$ cat src/logic/display_pkg.sv
// Raster timing, address map and register definitions shared by the display blocks
package display_pkg;

    // Horizontal timing in pixel clocks
    localparam int h_active = 640;
    localparam int h_front = 16;
    localparam int h_sync = 96;
    localparam int h_back = 48;
    localparam int h_total = h_active + h_front + h_sync + h_back;

    // Vertical timing in lines
    localparam int v_active = 480;
    localparam int v_front = 10;
    localparam int v_sync = 2;
    localparam int v_back = 33;
    localparam int v_total = v_active + v_front + v_sync + v_back;

    // 400 picture lines centred in the 480 active lines
    localparam int border_lines = 40;

    // Text mode cells per row
    localparam int text_cols = 80;

    // Graphics mode layout, odd lines live in the upper half of the buffer
    localparam int gfx_line_words = 40;
    localparam int gfx_odd_base = 4096;

    // Frame buffer window at B8000, selected by address bits 19..14
    localparam logic [5:0] fb_base = 6'b101110;

    // Register window, four words starting at byte 3D0
    localparam logic [19:0] reg_base = 20'h003d0;

    // Register index, taken from address bits 2..1
    typedef enum logic [1:0] {
        // bit0 graphics enable, bit1 cursor enable
        reg_mode = 2'd0,
        // Cell index of the hardware cursor
        reg_cursor_pos = 2'd1,
        // Start scan row in bits 2..0, end scan row in bits 10..8
        reg_cursor_shape = 2'd2,
        // Background colour, palette set and intensity
        reg_palette = 2'd3
    } reg_index_e;

endpackage

$ cat src/logic/cpu_bus_if.sv
// CPU accesses to video memory, passed from the register decode to the frame buffer
`timescale 1ns/100ps

interface cpu_bus_if;

    // One cycle strobe for an access inside the frame buffer window
    logic sel;
    logic [13:1] addr;
    logic wr_en;
    logic [15:0] wdata;
    logic [1:0] bytesel;
    // Registered RAM output, valid the cycle after sel
    logic [15:0] rdata;

    modport host (
        output sel, addr, wr_en, wdata, bytesel,
        input rdata
    );

    modport ram (
        input sel, addr, wr_en, wdata, bytesel,
        output rdata
    );

endinterface

$ cat src/logic/display_regs.sv
// CPU bus decode with the mode, cursor and palette registers and the access acknowledge
`timescale 1ns/100ps

module display_regs (
    input logic clk,
    input logic rst_n,
    input logic cpu_access,
    input logic [19:1] cpu_addr,
    input logic cpu_wr_en,
    input logic [15:0] cpu_wdata,
    input logic [1:0] cpu_bytesel,
    output logic cpu_ack,
    output logic [15:0] cpu_rdata,
    cpu_bus_if.host fb,
    output logic graphics_enabled,
    output logic cursor_enabled,
    output logic [10:0] cursor_pos,
    output logic [2:0] cursor_scan_start,
    output logic [2:0] cursor_scan_end,
    output logic [3:0] palette_bg,
    output logic palette_set,
    output logic palette_intensity
);

    logic fb_hit;
    logic reg_hit;
    logic reg_wr;
    display_pkg::reg_index_e reg_idx;
    logic [15:0] reg_value;
    logic [15:0] reg_rdata_q;
    logic rd_from_fb;

    assign fb_hit = cpu_addr[19:14] == display_pkg::fb_base;
    assign reg_hit = cpu_addr[19:3] == display_pkg::reg_base[19:3];
    assign reg_idx = display_pkg::reg_index_e'(cpu_addr[2:1]);
    assign reg_wr = cpu_access && reg_hit && cpu_wr_en;

    // Video memory accesses go straight through to the frame buffer
    assign fb.sel = cpu_access && fb_hit;
    assign fb.addr = cpu_addr[13:1];
    assign fb.wr_en = cpu_wr_en;
    assign fb.wdata = cpu_wdata;
    assign fb.bytesel = cpu_bytesel;

    always_ff @(posedge clk) begin
        if (!rst_n) begin
            graphics_enabled <= 1'b0;
            cursor_enabled <= 1'b0;
            cursor_pos <= '0;
            cursor_scan_start <= '0;
            cursor_scan_end <= '0;
            palette_bg <= '0;
            palette_set <= 1'b0;
            palette_intensity <= 1'b0;
        end else if (reg_wr) begin
            case (reg_idx)
                display_pkg::reg_mode: begin
                    if (cpu_bytesel[0])
                        {cursor_enabled, graphics_enabled} <= cpu_wdata[1:0];
                end
                display_pkg::reg_cursor_pos: begin
                    if (cpu_bytesel[0])
                        cursor_pos[7:0] <= cpu_wdata[7:0];
                    if (cpu_bytesel[1])
                        cursor_pos[10:8] <= cpu_wdata[10:8];
                end
                display_pkg::reg_cursor_shape: begin
                    if (cpu_bytesel[0])
                        cursor_scan_start <= cpu_wdata[2:0];
                    if (cpu_bytesel[1])
                        cursor_scan_end <= cpu_wdata[10:8];
                end
                default: begin
                    if (cpu_bytesel[0])
                        {palette_intensity, palette_set, palette_bg} <= cpu_wdata[5:0];
                end
            endcase
        end
    end

    always_comb begin
        case (reg_idx)
            display_pkg::reg_mode:
                reg_value = {14'b0, cursor_enabled, graphics_enabled};
            display_pkg::reg_cursor_pos:
                reg_value = {5'b0, cursor_pos};
            display_pkg::reg_cursor_shape:
                reg_value = {5'b0, cursor_scan_end, 5'b0, cursor_scan_start};
            default:
                reg_value = {10'b0, palette_intensity, palette_set, palette_bg};
        endcase
    end

    always_ff @(posedge clk) begin
        if (!rst_n) begin
            cpu_ack <= 1'b0;
            rd_from_fb <= 1'b0;
        end else begin
            // Every access is acknowledged, mapped or not
            cpu_ack <= cpu_access;
            rd_from_fb <= cpu_access && fb_hit && !cpu_wr_en;
        end
    end

    // Zero for writes, unmapped reads and idle cycles
    always_ff @(posedge clk)
        reg_rdata_q <= (cpu_access && reg_hit && !cpu_wr_en) ? reg_value : 16'h0000;

    assign cpu_rdata = rd_from_fb ? fb.rdata : reg_rdata_q;

    // Read data only appears in the acknowledge cycle
    rdata_only_on_ack: assert property (@(posedge clk) disable iff (!rst_n)
        !cpu_ack |-> cpu_rdata == 16'h0000);

endmodule

$ cat src/flat_wrapper.sv
// flat-port wrapper written by rule: the top's interface ports become plain ports
module display_regs_flat 
  (clk, rst_n, cpu_access, cpu_addr, cpu_wr_en, cpu_wdata, cpu_bytesel, cpu_ack, cpu_rdata, graphics_enabled, cursor_enabled, cursor_pos, cursor_scan_start, cursor_scan_end, palette_bg, palette_set, palette_intensity, fb_sel, fb_addr, fb_wr_en, fb_wdata, fb_bytesel, fb_rdata);
  cpu_bus_if fb_i ();
  input logic clk;
  input logic rst_n;
  input logic cpu_access;
  input logic [19:1] cpu_addr;
  input logic cpu_wr_en;
  input logic [15:0] cpu_wdata;
  input logic [1:0] cpu_bytesel;
  output logic cpu_ack;
  output logic [15:0] cpu_rdata;
  output logic graphics_enabled;
  output logic cursor_enabled;
  output logic [10:0] cursor_pos;
  output logic [2:0] cursor_scan_start;
  output logic [2:0] cursor_scan_end;
  output logic [3:0] palette_bg;
  output logic palette_set;
  output logic palette_intensity;
  output wire logic [$bits(fb_i.sel)-1:0] fb_sel;
  output wire logic [$bits(fb_i.addr)-1:0] fb_addr;
  output wire logic [$bits(fb_i.wr_en)-1:0] fb_wr_en;
  output wire logic [$bits(fb_i.wdata)-1:0] fb_wdata;
  output wire logic [$bits(fb_i.bytesel)-1:0] fb_bytesel;
  input wire logic [$bits(fb_i.rdata)-1:0] fb_rdata;
  assign fb_sel = fb_i.sel;
  assign fb_addr = fb_i.addr;
  assign fb_wr_en = fb_i.wr_en;
  assign fb_wdata = fb_i.wdata;
  assign fb_bytesel = fb_i.bytesel;
  assign fb_i.rdata = fb_rdata;
  display_regs u_core (.clk(clk), .rst_n(rst_n), .cpu_access(cpu_access), .cpu_addr(cpu_addr), .cpu_wr_en(cpu_wr_en), .cpu_wdata(cpu_wdata), .cpu_bytesel(cpu_bytesel), .cpu_ack(cpu_ack), .cpu_rdata(cpu_rdata), .fb(fb_i), .graphics_enabled(graphics_enabled), .cursor_enabled(cursor_enabled), .cursor_pos(cursor_pos), .cursor_scan_start(cursor_scan_start), .cursor_scan_end(cursor_scan_end), .palette_bg(palette_bg), .palette_set(palette_set), .palette_intensity(palette_intensity));
endmodule
$ cat config.mk
export PLATFORM = sky130hd
export DESIGN_NAME = display_regs_flat
export DESIGN_NICKNAME = d
export VERILOG_FILES = /design/src/logic/display_pkg.sv /design/src/logic/cpu_bus_if.sv /design/src/logic/display_regs.sv /design/src/flat_wrapper.sv
export SDC_FILE = /design/constraint.sdc
export NUM_CORES = 1
export LEC_CHECK = 0
export ABC_AREA = 1
export BUFFER_PORTS_ARGS = -buffer_cell sky130_fd_sc_hd__clkbuf_2
export CAP_MARGIN = 20
export CORE_MARGIN = 2
export CORE_UTILIZATION = 39
export CTS_CLUSTER_DIAMETER = 80
export CTS_CLUSTER_SIZE = 24
export DETAILED_ROUTE_END_ITERATION = 8
export GPL_TIMING_DRIVEN = 0
export PLACE_DENSITY_LB_ADDON = 0.05
export SLEW_MARGIN = 20
export SYNTH_ARGS = -nofsm -noshare
export SYNTH_HDL_FRONTEND = slang
export SYNTH_SLANG_ARGS = --single-unit
$ cat constraint.sdc
create_clock -name clk -period 1.1 [get_ports clk]
set_input_delay 0.11 -clock clk [delete_from_list [all_inputs] [get_ports clk]]
set_output_delay 0.11 -clock clk [all_outputs]
set_load 0.02 [all_outputs]
==> qor.yml, run 1 <==
drv_cap: 0
drtIter0Drc: 60
worst-path-buf-inv: 2
synth-simple-area-share_pct: 32.5
peakVddDrop_uv: 750
cts_root_buf: "clkbuf_8"
ys_seq_area_share_pct: 36.0
grt_overflow: 0
postRouteAntennaNets: 0
clkLatencyLatePin_ns: 0.29
dieWidth_um: 77.6
fmax_mhz: 731
slew_headroom_pct: 72.7
finalHoldViolations: 0
synth_compound_area_share_pct: 3.50
crit_family: "flip-flops"
initial_core_util_pct: 40.8
outcome: "finished with violations"
synth_area_leaders: "dfxtp_1 36%, nand2_1 13%, buf_4 12%"
core_um2: 5170
grt_pass1_wl_mm: 9.20
hpwlAfterDp_mm: 4.28
grt_use_met2_pct: 34.2
ys_ff_latch: 38
via_count: 2261
fin_crit_sh_pct: 124
clockBufferDepth: 2
netlist_area_um2: 2110
cp_common_cell: "buf_8"
worst_pin_slew_ns: 0.409
synthMuxAreaShare_pct: 5.86
ys.flop_type: "dfxtp_1"
synth_fp_nets: 366
crit_arrival_ns: 1.26
cp-start-kind: "flop"
drv_slew: 0
routed_wl_mm: 5.81
synth.yosys.warnings: 0
n_fill_cell: 480
dieArea_um2: 6020
syn_to_final_growth_pct: 55.7
cp-end-kind: "output port"
via_per_inst: 4.36
met1_usage_pct: 22.7
numCtsBuffers: 5
drive_gt1_share_pct: 48.2
layout_setup_ws_ns: -0.269
synth_top_area_share_pct: 36.0
yosysMostFrequentCell: "nand2_1"
synth_xor_area_share_pct: 0
gp_congestion: 0.819
critPathRequiredTime_ns: 0.99
hp-class: "in -> reg"
dp_slack_ns: -0.258
synthAdderAreaFrac_pct: 0
finalSetupViolCount: 16
p_leak_uw: 0.00188
holdBufCountCts: 0
wire_per_inst_um: 11.2
slowest_delay_ns: 0.39
drc: 0
grt_max_degree: 12
layout.nets: 505
num_rows: 26
synth_edf_count: 0
clkTransAtPathRegs_ns: 0.07
final_util_pct: 63.6
grt_pass1_vias: 2047
async_reset_ff_share_pct: 0
diodes: 0
synth.avg_cell_area_um2: 6.84
synth_top_family_by_area: "simple AND/OR/NAND/NOR gates"
htreeDepth: 2
ys_types: 23
rsz0062_at_grt: "true"
cp_max_fo: 7
grt-busiest-layer: "met2"
p_per_area_nw_per_um2: 925
portBuffers: 124
met3_usage_pct: 4.65
synthTopCellsByCount: "75 x nand2_1, 60 x nor2_1, 44 x inv_1, 38 x dfxtp_1, 33 x buf_4"
ios: 132
cts_tree: "yes"
dr.pass1.iters: 4
track_usage_pct: 19.2
worstSetupPathType: "reg -> out"
cts.sinks: 38
netlist_instances: 309
layout_min_cycle_time_ns: 1.37
path_cells: "buf_8 > mux2_4 > buf_8"
skew_ns: 0.00354
violations: "negative setup slack"
yosysTopAreaCell: "dfxtp_1"
slowest_stage: "dfxtp_4"
fp.dieH_um: 77.6
antenna_found_initial: 0
-- cell families after synthesis --
family                 count (synthesis)
AO/OA/AOI/OAI                         14
buffers and inverters                 88
flip-flops                            38
multiplexers                          11
AND/OR/NAND/NOR                      158
-- area by class of cell --
type                       count  area (um^2)  share of cell area, %
clock inverter                 1         30.0                  0.913
tap                           70         87.6                   2.66
sequential                    38          764                   23.2
clock buffer                   6         82.6                   2.51
multi-input combinational    183          961                   29.2
inverter                      47          179                   5.44
timing repair buffer         133          880                   26.7
buffer                        40          305                   9.28
-- worst reg2reg max path, cell delays in order (launching register included) --
cell,delay (ns)
dfxtp_1,0.31
inv_1,0.07
o22ai_1,0.09
a21oi_1,0.15
a21oi_1,0.08
-- per-stage QoR --
step / hold slack, ns / cells / power, uW / area, um^2 / setup TNS [ns]
2_1_floorplan: 0.203 / 309 / 1650 / 2120 / -0.119
3_3_place_gp: 0.341 / 503 / 1840 / 2820 / -7.20
3_5_place_dp: 0.345 / 503 / 1840 / 2820 / -7.89
4_1_cts: 0.0466 / 513 / 3050 / 3140 / -4.93
5_1_grt: 0.0550 / 518 / 3160 / 3290 / -4.20
6_report: 0.0469 / 518 / 3040 / 3290 / -3.60
-- cell usage in the layout, fill, tap and decap left out, types with 11 or more instances in the layout --
cell / count
nand2_1: 70
clkbuf_2: 104
nor2_1: 56
inv_1: 40
a21oi_1: 11
mux2_4: 11
dfxtp_1: 37
buf_4: 41
buf_8: 13
-- power breakdown --
part	internal, uW	leakage, uW	switching [uW]	total (uW)
combinational	213	0.00152	251	464
sequential	1370	0.000307	0.516	1370
clock	725	0.0000573	479	1200
total	2310	0.00188	731	3040
-- flip-flops by register name, indices dropped and copies added, names as in the netlist --
name / flops
u_core.cursor_pos: 11
u_core.graphics_enabled: 1
u_core.cpu_ack: 1
u_core.reg_rdata_q: 11
u_core.cursor_enabled: 1
u_core.palette_intensity: 1
u_core.rd_from_fb: 1
u_core.cursor_scan_start: 3
u_core.palette_set: 1
u_core.cursor_scan_end: 3
u_core.palette_bg: 4
-- layer usage --
layer  vias to the layer above  share of wire, %
li1                       1180                 -
met1                       999                42
met2                        77                50
met3                         5               6.1
met4                         0               1.1
met5                         -                 0
-- worst paths after layout --
| kind | start | depth (start not counted) | endpoint | slack (ns) |
|---|---|---|---|---|
| worst max register to register | u_core.cursor_pos[1]$_SDFFE_PN0P_ | 4 | u_core.reg_rdata_q[1]$_SDFF_PN0_ | 0.28 |
| worst min register to register | u_core.cursor_pos[7]$_SDFFE_PN0P_ | 2 | u_core.reg_rdata_q[7]$_SDFF_PN0_ | 0.47 |
| worst min-delay path | cpu_access | 3 | u_core.cpu_ack$_SDFF_PN0_ | 0.05 |
| worst max-delay path | u_core.rd_from_fb$_SDFF_PN0_ | 3 | cpu_rdata[6] | -0.27 |
-- repair_timing --
item | in CTS | in global routing
gates resized for setup | 41 | 45
pin swaps | 0 | 6
endpoints found under the setup margin | 16 | 30
buffers inserted | 3 | 5
cloned | 0 | 1
(Power assumes the default switching activity.)
==> run 2: changes to the inputs <==
Settings changed: ABC_AREA 1 to not set, CELL_PAD_IN_SITES_DETAIL_PLACEMENT set to 0, CELL_PAD_IN_SITES_GLOBAL_PLACEMENT set to 1, CORE_UTILIZATION 39 to 27, CTS_BUF_LIST set to sky130_fd_sc_hd__clkbuf_4.
==> qor.yml, run 2 <==
gp_congestion: 0.678  # -17%
wire_per_inst_um: 12.7  # +13%
synth.avg_cell_area_um2: 9.35  # +37%
finalSetupViolCount: 52  # +36
portBuffers: 124  # unchanged
worst-path-buf-inv: 1  # -1
n_fill_cell: 738  # +54%
postRouteAntennaNets: 0  # unchanged
drtIter0Drc: 22  # -63%
synth_edf_count: 0  # unchanged
netlist_instances: 215  # -30%
antenna_found_initial: 0  # unchanged
worst_pin_slew_ns: 0.618  # +0.208 ns
reg_top3: "u_core.cursor_pos: 11 flops, u_core.reg_rdata_q: 11 flops, u_core.palette_bg: 4 flops"
layout_min_cycle_time_ns: 1.42  # +0.0474 ns
routed_wl_mm: 5.80  # -0.10%
grt_max_degree: 13  # +1
hp-class: "in -> reg"
synthTopCellsByCount: "38 x dfxtp_1, 37 x nand2_1, 32 x buf_4, 25 x mux2i_1, 12 x mux2_2"
drc: 0  # unchanged
final_util_pct: 45.8  # -18 points
p_int_uw: 1840  # -21%
peakVddDrop_uv: 273  # -64%
fp.dieH_um: 90.3  # +16%
htreeDepth: 2  # unchanged
num_rows: 31  # +19%
via_count: 1947  # -14%
p_sw_share_pct: 28.3  # +4.3 points
fmax_mhz: 706  # -3.3%
ys_types: 31  # +35%
yosysMostFrequentCell: "dfxtp_1"
hpwlAfterDp_mm: 4.48  # +4.5%
ios: 132  # unchanged
via_per_inst: 4.27  # -2.2%
synth_compound_area_share_pct: 3.36  # -0.13 points
place_area_um2: 2800  # -0.84%
violations: "negative setup slack"
cts_tree: "yes"
grt_pass1_wl_mm: 9.36  # +1.8%
synth_top_area_share_pct: 37.9  # +1.8 points
dieArea_um2: 8150  # +35%
pwr-share-comb_pct: 18.4  # +3.2 points
cp_max_fo: 4  # -3
track_usage_pct: 14.2  # -5.0 points
path_cells: "buf_6 > or4b_4 > or4_4 > nor3_4 > and3_1"
drv_cap: 0  # unchanged
core_um2: 7210  # +39%
p_sw_uw: 726  # -0.62%
rsz0062_at_grt: "true"
p_seq_share_pct: 53.7  # +8.5 points
drive_gt1_share_pct: 62.7  # +15 points
initial_core_util_pct: 27.9  # -13 points
critPathRequiredTime_ns: 1.39  # +0.40 ns
p_clk_share_pct: 27.9  # -12 points
clkLatencyLatePin_ns: 0.34  # +0.05 ns
yosysTopAreaCell: "dfxtp_1"
outcome: "finished with violations"
worstSetupPathType: "in -> reg"
skew_ns: 0.00830  # +0.00476 ns
final_common_cell: "clkbuf_2"
p_per_area_nw_per_um2: 776  # -16%
grt_overflow: 0  # unchanged
clkTransAtPathRegs_ns: 0.12  # +0.05 ns
synth_area_leaders: "dfxtp_1 38%, mux2i_1 12%, buf_4 12%"
synth_top_family_by_area: "simple AND/OR/NAND/NOR gates"
cts.sinks: 38  # unchanged
crit_arrival_ns: 1.70  # +0.44 ns
finalHoldViolations: 0  # unchanged
async_reset_ff_share_pct: 0  # unchanged
synth-simple-area-share_pct: 23.7  # -8.7 points
fin_crit_sh_pct: 129  # +4.3 points
slew_headroom_pct: 58.7  # -14 points
ys_seq_area_share_pct: 37.9  # +1.8 points
synthMuxAreaShare_pct: 21.4  # +16 points
cp-start-kind: "input port"
p_leak_uw: 0.00170  # -9.7%
design_area_um2: 3300  # +0.34%
clockBufferDepth: 2  # unchanged
layout_setup_ws_ns: -0.316  # -0.0474 ns
crit_family: "simple AND/OR/NAND/NOR gates"
dieWidth_um: 90.3  # +16%
drv_slew: 0  # unchanged
synthAdderAreaFrac_pct: 0  # unchanged
slowest_delay_ns: 0.61  # +0.22 ns
cp-end-kind: "flop"
numCtsBuffers: 5  # unchanged
grt_pass1_vias: 1935  # -5.5%
syn_to_final_growth_pct: 64.3
cts_root_buf: "clkbuf_4"
slowest_stage: "or4_4"
ys_ff_latch: 38  # unchanged
synth_xor_area_share_pct: 0  # unchanged
netlist_area_um2: 2010  # -4.9%
dr.pass1.iters: 4  # unchanged
layout.nets: 413  # -18%
synth.yosys.warnings: 0  # unchanged
mostFrequentLayoutCells: "106 x clkbuf_2, 36 x nand2_1, 35 x buf_4"
ys.flop_type: "dfxtp_1"
diodes: 0  # unchanged
synth_fp_nets: 272  # -26%
[run 2: cell count changes after synthesis, moves of 6 or more]
cell,delta
inv_1,-44
nand2_1,-38
nor2_1,-51
mux2i_1,+25
and2_1,+6
a21oi_1,-11
[run 2: worst min-delay path: stages]
cell and delay (ns):
clkbuf_2 0.09, nand2_1 0.07, mux2i_1 0.06
[run 2: power groups by stage]
stage	clock (uW)	combinational, uW	sequential, uW
after detailed placement	0	451	1410
after floorplan	0	259	1410
after global routing	819	510	1380
after CTS	755	469	1380
after global placement	0	449	1410
final	716	471	1380
[run 2: kinds of logic (layout without fill, tap and decap cells)]
family | after synthesis | in the layout
compound gates | 10 | 10
mux | 39 | 39
simple gates | 87 | 87
buf+inv | 41 | 183
flops | 38 | 38
[run 2: layout make-up]
type                    instances  area (um^2)  area share (%)
repair buffers                136          902            27.3
clock inverters                 3         16.3           0.493
multi-input cells             136         1170            35.5
clock buffers                   5         37.5            1.14
well taps                      99          124            3.75
flip-flops and latches         38          768            23.3
plain buffers                  39          280            8.49
[run 2: per-stage QoR]
stage | TNS (ns) | hold slack, ns | cells | setup slack (ns) | power (uW)
CTS | -12.51 | 0.00394 | 456 | -0.412 | 2600
detailed placement | -28.82 | 0.333 | 438 | -0.863 | 1860
global route | -13.85 | 0.00889 | 456 | -0.363 | 2710
finish | -11.80 | 0.0184 | 456 | -0.316 | 2560
floorplan | -16.81 | 0.232 | 215 | -0.518 | 1670
global placement | -28.66 | 0.326 | 438 | -0.876 | 1860
[run 2: timing repair]
action,in CTS,in global routing
pin swaps,12,7
setup endpoints to repair,53,55
hold endpoints to repair,3,0
hold buffers,3,0
resized for setup,56,50
setup buffers,8,1
[run 2: per-layer routing]
metal / vias to the layer above / global-route usage [%] / wire, um / part of all wire (%)
li1: 994 / - / - / -
met1: 856 / 19.1 / 2680 / 46
met2: 92 / 22.8 / 2670 / 46
met3: 5 / 3.51 / 399 / 6.9
met4: 0 / 3.85 / 53 / 0.91
met5: - / 0 / 0 / 0
[run 2: path summary, 6_finish.rpt]
| kind | startpoint | endpoint | slack [ns] | depth (start not counted) |
|---|---|---|---|---|
| worst max-delay path | cpu_addr[13] | u_core.reg_rdata_q[6]$_SDFF_PN0_ | -0.32 | 5 |
| worst min-delay path | cpu_wdata[5] | u_core.cursor_pos[5]$_SDFFE_PN0P_ | 0.02 | 3 |
| worst max register to register | u_core.palette_bg[1]$_SDFFE_PN0P_ | u_core.reg_rdata_q[1]$_SDFF_PN0_ | -0.02 | 2 |
| worst min register to register | u_core.cursor_pos[6]$_SDFFE_PN0P_ | u_core.cursor_pos[6]$_SDFFE_PN0P_ | 0.48 | 2 |
==> run 3: changes to the inputs <==
Settings changed: CELL_PAD_IN_SITES_DETAIL_PLACEMENT 0 to 1, CELL_PAD_IN_SITES_GLOBAL_PLACEMENT 1 to 2, CORE_UTILIZATION 27 to 23.
Clock period 1.1 ns to 1.6 ns, I/O delays scaled along.
==> qor.yml, run 3 (synthesized netlist as in run 2, its figures left out) <==
p_seq_share_pct: 48.4  # -5.3 points
cts_tree: "yes"
core_um2: 8590  # +19%
p_int_uw: 1450  # -21%
finalHoldViolations: 0  # unchanged
p_sw_share_pct: 25.7  # -2.7 points
p_leak_uw: 0.00158  # -7.0%
dieArea_um2: 9500  # +17%
p_sw_uw: 502  # -31%
ios: 132  # unchanged
routed_wl_mm: 6.38  # +10%
cts.sinks: 38  # unchanged
via_per_inst: 4.26  # -0.15%
drv_slew: 0  # unchanged
clkLatencyLatePin_ns: 0.35  # about the same
via_count: 1944  # -0.15%
p_per_area_nw_per_um2: 677  # -13%
place_area_um2: 2770  # -1.3%
drv_cap: 0  # unchanged
skew_ns: 0.00645  # -0.00185 ns
finalSetupViolCount: 0  # -100%
fmax_mhz: 666
gp_congestion: 0.704  # +3.7%
rsz0062_at_grt: "false"
wire_per_inst_um: 14.0  # +10%
n_fill_cell: 1055  # +43%
htreeDepth: 2  # unchanged
syn_to_final_growth_pct: 43.6
drive_gt1_share_pct: 56.0  # -6.7 points
initial_core_util_pct: 23.4  # -4.5 points
mostFrequentLayoutCells: "124 x clkbuf_2, 37 x nand2_1, 37 x dfxtp_1"
cp_max_fo: 10  # +6
worstReg2RegStart: "u_core.palette_bg[1]$_SDFFE_PN0P_"
peakVddDrop_uv: 327  # +20%
design_area_um2: 2890  # -13%
drc: 0  # unchanged
min_delay_path_depth: 2  # -1
worstSetupPathType: "reg -> out"
hold_start: "cpu_access"
hp-class: "in -> reg"
grt_max_degree: 12  # -1
rr_endpoint: "u_core.reg_rdata_q[1]$_SDFF_PN0_"
hold_path_end: "u_core.cpu_ack$_SDFF_PN0_"
drtIter0Drc: 53  # +140%
rrSetupSlack_ns: 0.45  # +0.47 ns
track_usage_pct: 13.4  # -0.78 points
clkTransAtPathRegs_ns: 0.12  # about the same
dr.pass1.iters: 4  # unchanged
portBuffers: 124  # unchanged
crit_arrival_ns: 1.34  # -0.36 ns
cp-end-kind: "output port"
hpwlAfterDp_mm: 5.14  # +15%
numCtsBuffers: 5  # unchanged
worst_pin_slew_ns: 0.619  # +0.000886 ns
num_rows: 34  # +9.7%
grt_pass1_vias: 1999  # +3.3%
layout.nets: 404  # -2.2%
diodes: 0  # unchanged
cts_root_buf: "clkbuf_4"
clockBufferDepth: 2  # unchanged
outcome: "complete, no violations"
final_common_cell: "clkbuf_2"
worstRegToRegCells: 2  # unchanged
critPathRequiredTime_ns: 1.44  # +0.05 ns
holdBufCountCts: 0  # -3
slew_headroom_pct: 58.8  # +0.093 points
setup_tns_ns: 0  # +11.80 ns
pwr-share-comb_pct: 15.7  # -2.7 points
p_clk_share_pct: 35.9  # +8.0 points
fin_crit_sh_pct: 93.8
antenna_found_initial: 0  # unchanged
dieWidth_um: 97.5  # +8.0%
grt_overflow: 0  # unchanged
fp.dieH_um: 97.5  # +8.0%
reg_top3: "u_core.cursor_pos: 11 flops, u_core.reg_rdata_q: 11 flops, u_core.palette_bg: 4 flops"
layout_min_cycle_time_ns: 1.50
cp-start-kind: "flop"
grt_pass1_wl_mm: 10.1  # +8.4%
postRouteAntennaNets: 0  # unchanged
worstSetupStartpoint: "u_core.rd_from_fb$_SDFF_PN0_"
-- run 3: cell count changes in the layout (fill, tap and decap cells not counted), sizes merged --
cell and delta:
dlygate4sd3 -3, clkinvlp -1, bufinv +1, buf -22, clkbuf +18, clkinv -2
-- run 3: worst max path at each step --
stage | slack, ns | endpoint
after floorplan | -0.07 | u_core.cursor_pos[0]$_SDFFE_PN0P_
after global placement | -0.43 | u_core.reg_rdata_q[9]$_SDFF_PN0_
after detailed placement | -0.45 | u_core.reg_rdata_q[3]$_SDFF_PN0_
after CTS | 0.0007 | u_core.cursor_pos[1]$_SDFFE_PN0P_
after global routing | 0.02 | cpu_rdata[9]
final | 0.1 | cpu_rdata[7]
-- run 3: per-layer routing --
layer,global-route usage [%],routed length (um),vias to the layer above
met5,0,0,-
li1,-,-,972
met3,3.67,434,4
met2,22.7,3010,78
met4,2.88,46,0
met1,17.2,2890,890
-- run 3: cell type report --
class                   count  area, um^2  area share (%)
multi-input cells         136         987            34.2
flip-flops and latches     38         764            26.5
repair buffers            127         643            22.3
plain buffers              39         274            9.49
well taps                 108         135            4.68
clock buffers               7        52.6            1.82
clock inverters             1        30.0            1.04
-- run 3: timing repair --
item                       in CTS  in global routing
pin swaps                       0                  1
gates resized for setup         5                  2
buffers inserted                2                  1
setup endpoints to repair      23                 22
-- run 3: critical path: stages, from the launching register on --
cell      delay [ns]
dfxtp_4         0.39
buf_6           0.13
mux2_2          0.33
clkbuf_2        0.15
-- run 3: power by group through the flow --
stage	clock network (uW)	logic [uW]	registers, uW
floorplan	0	174	970
global placement	0	309	969
detailed placement	0	312	969
CTS	728	314	946
global route	760	335	947
finish	701	307	946
-- run 3: metrics by stage --
stage	setup WS [ns]	util, %	total power (uW)	hold WS, ns	cells
after floorplan	-0.0681	-	1140	0.282	215
after global placement	-0.428	32.2	1280	0.387	447
after detailed placement	-0.454	32.2	1280	0.389	447
after CTS	0.000732	33.5	1990	0.0114	456
after global routing	0.0191	33.6	2040	0.0364	456
final	0.0986	33.6	1950	0.0309	456
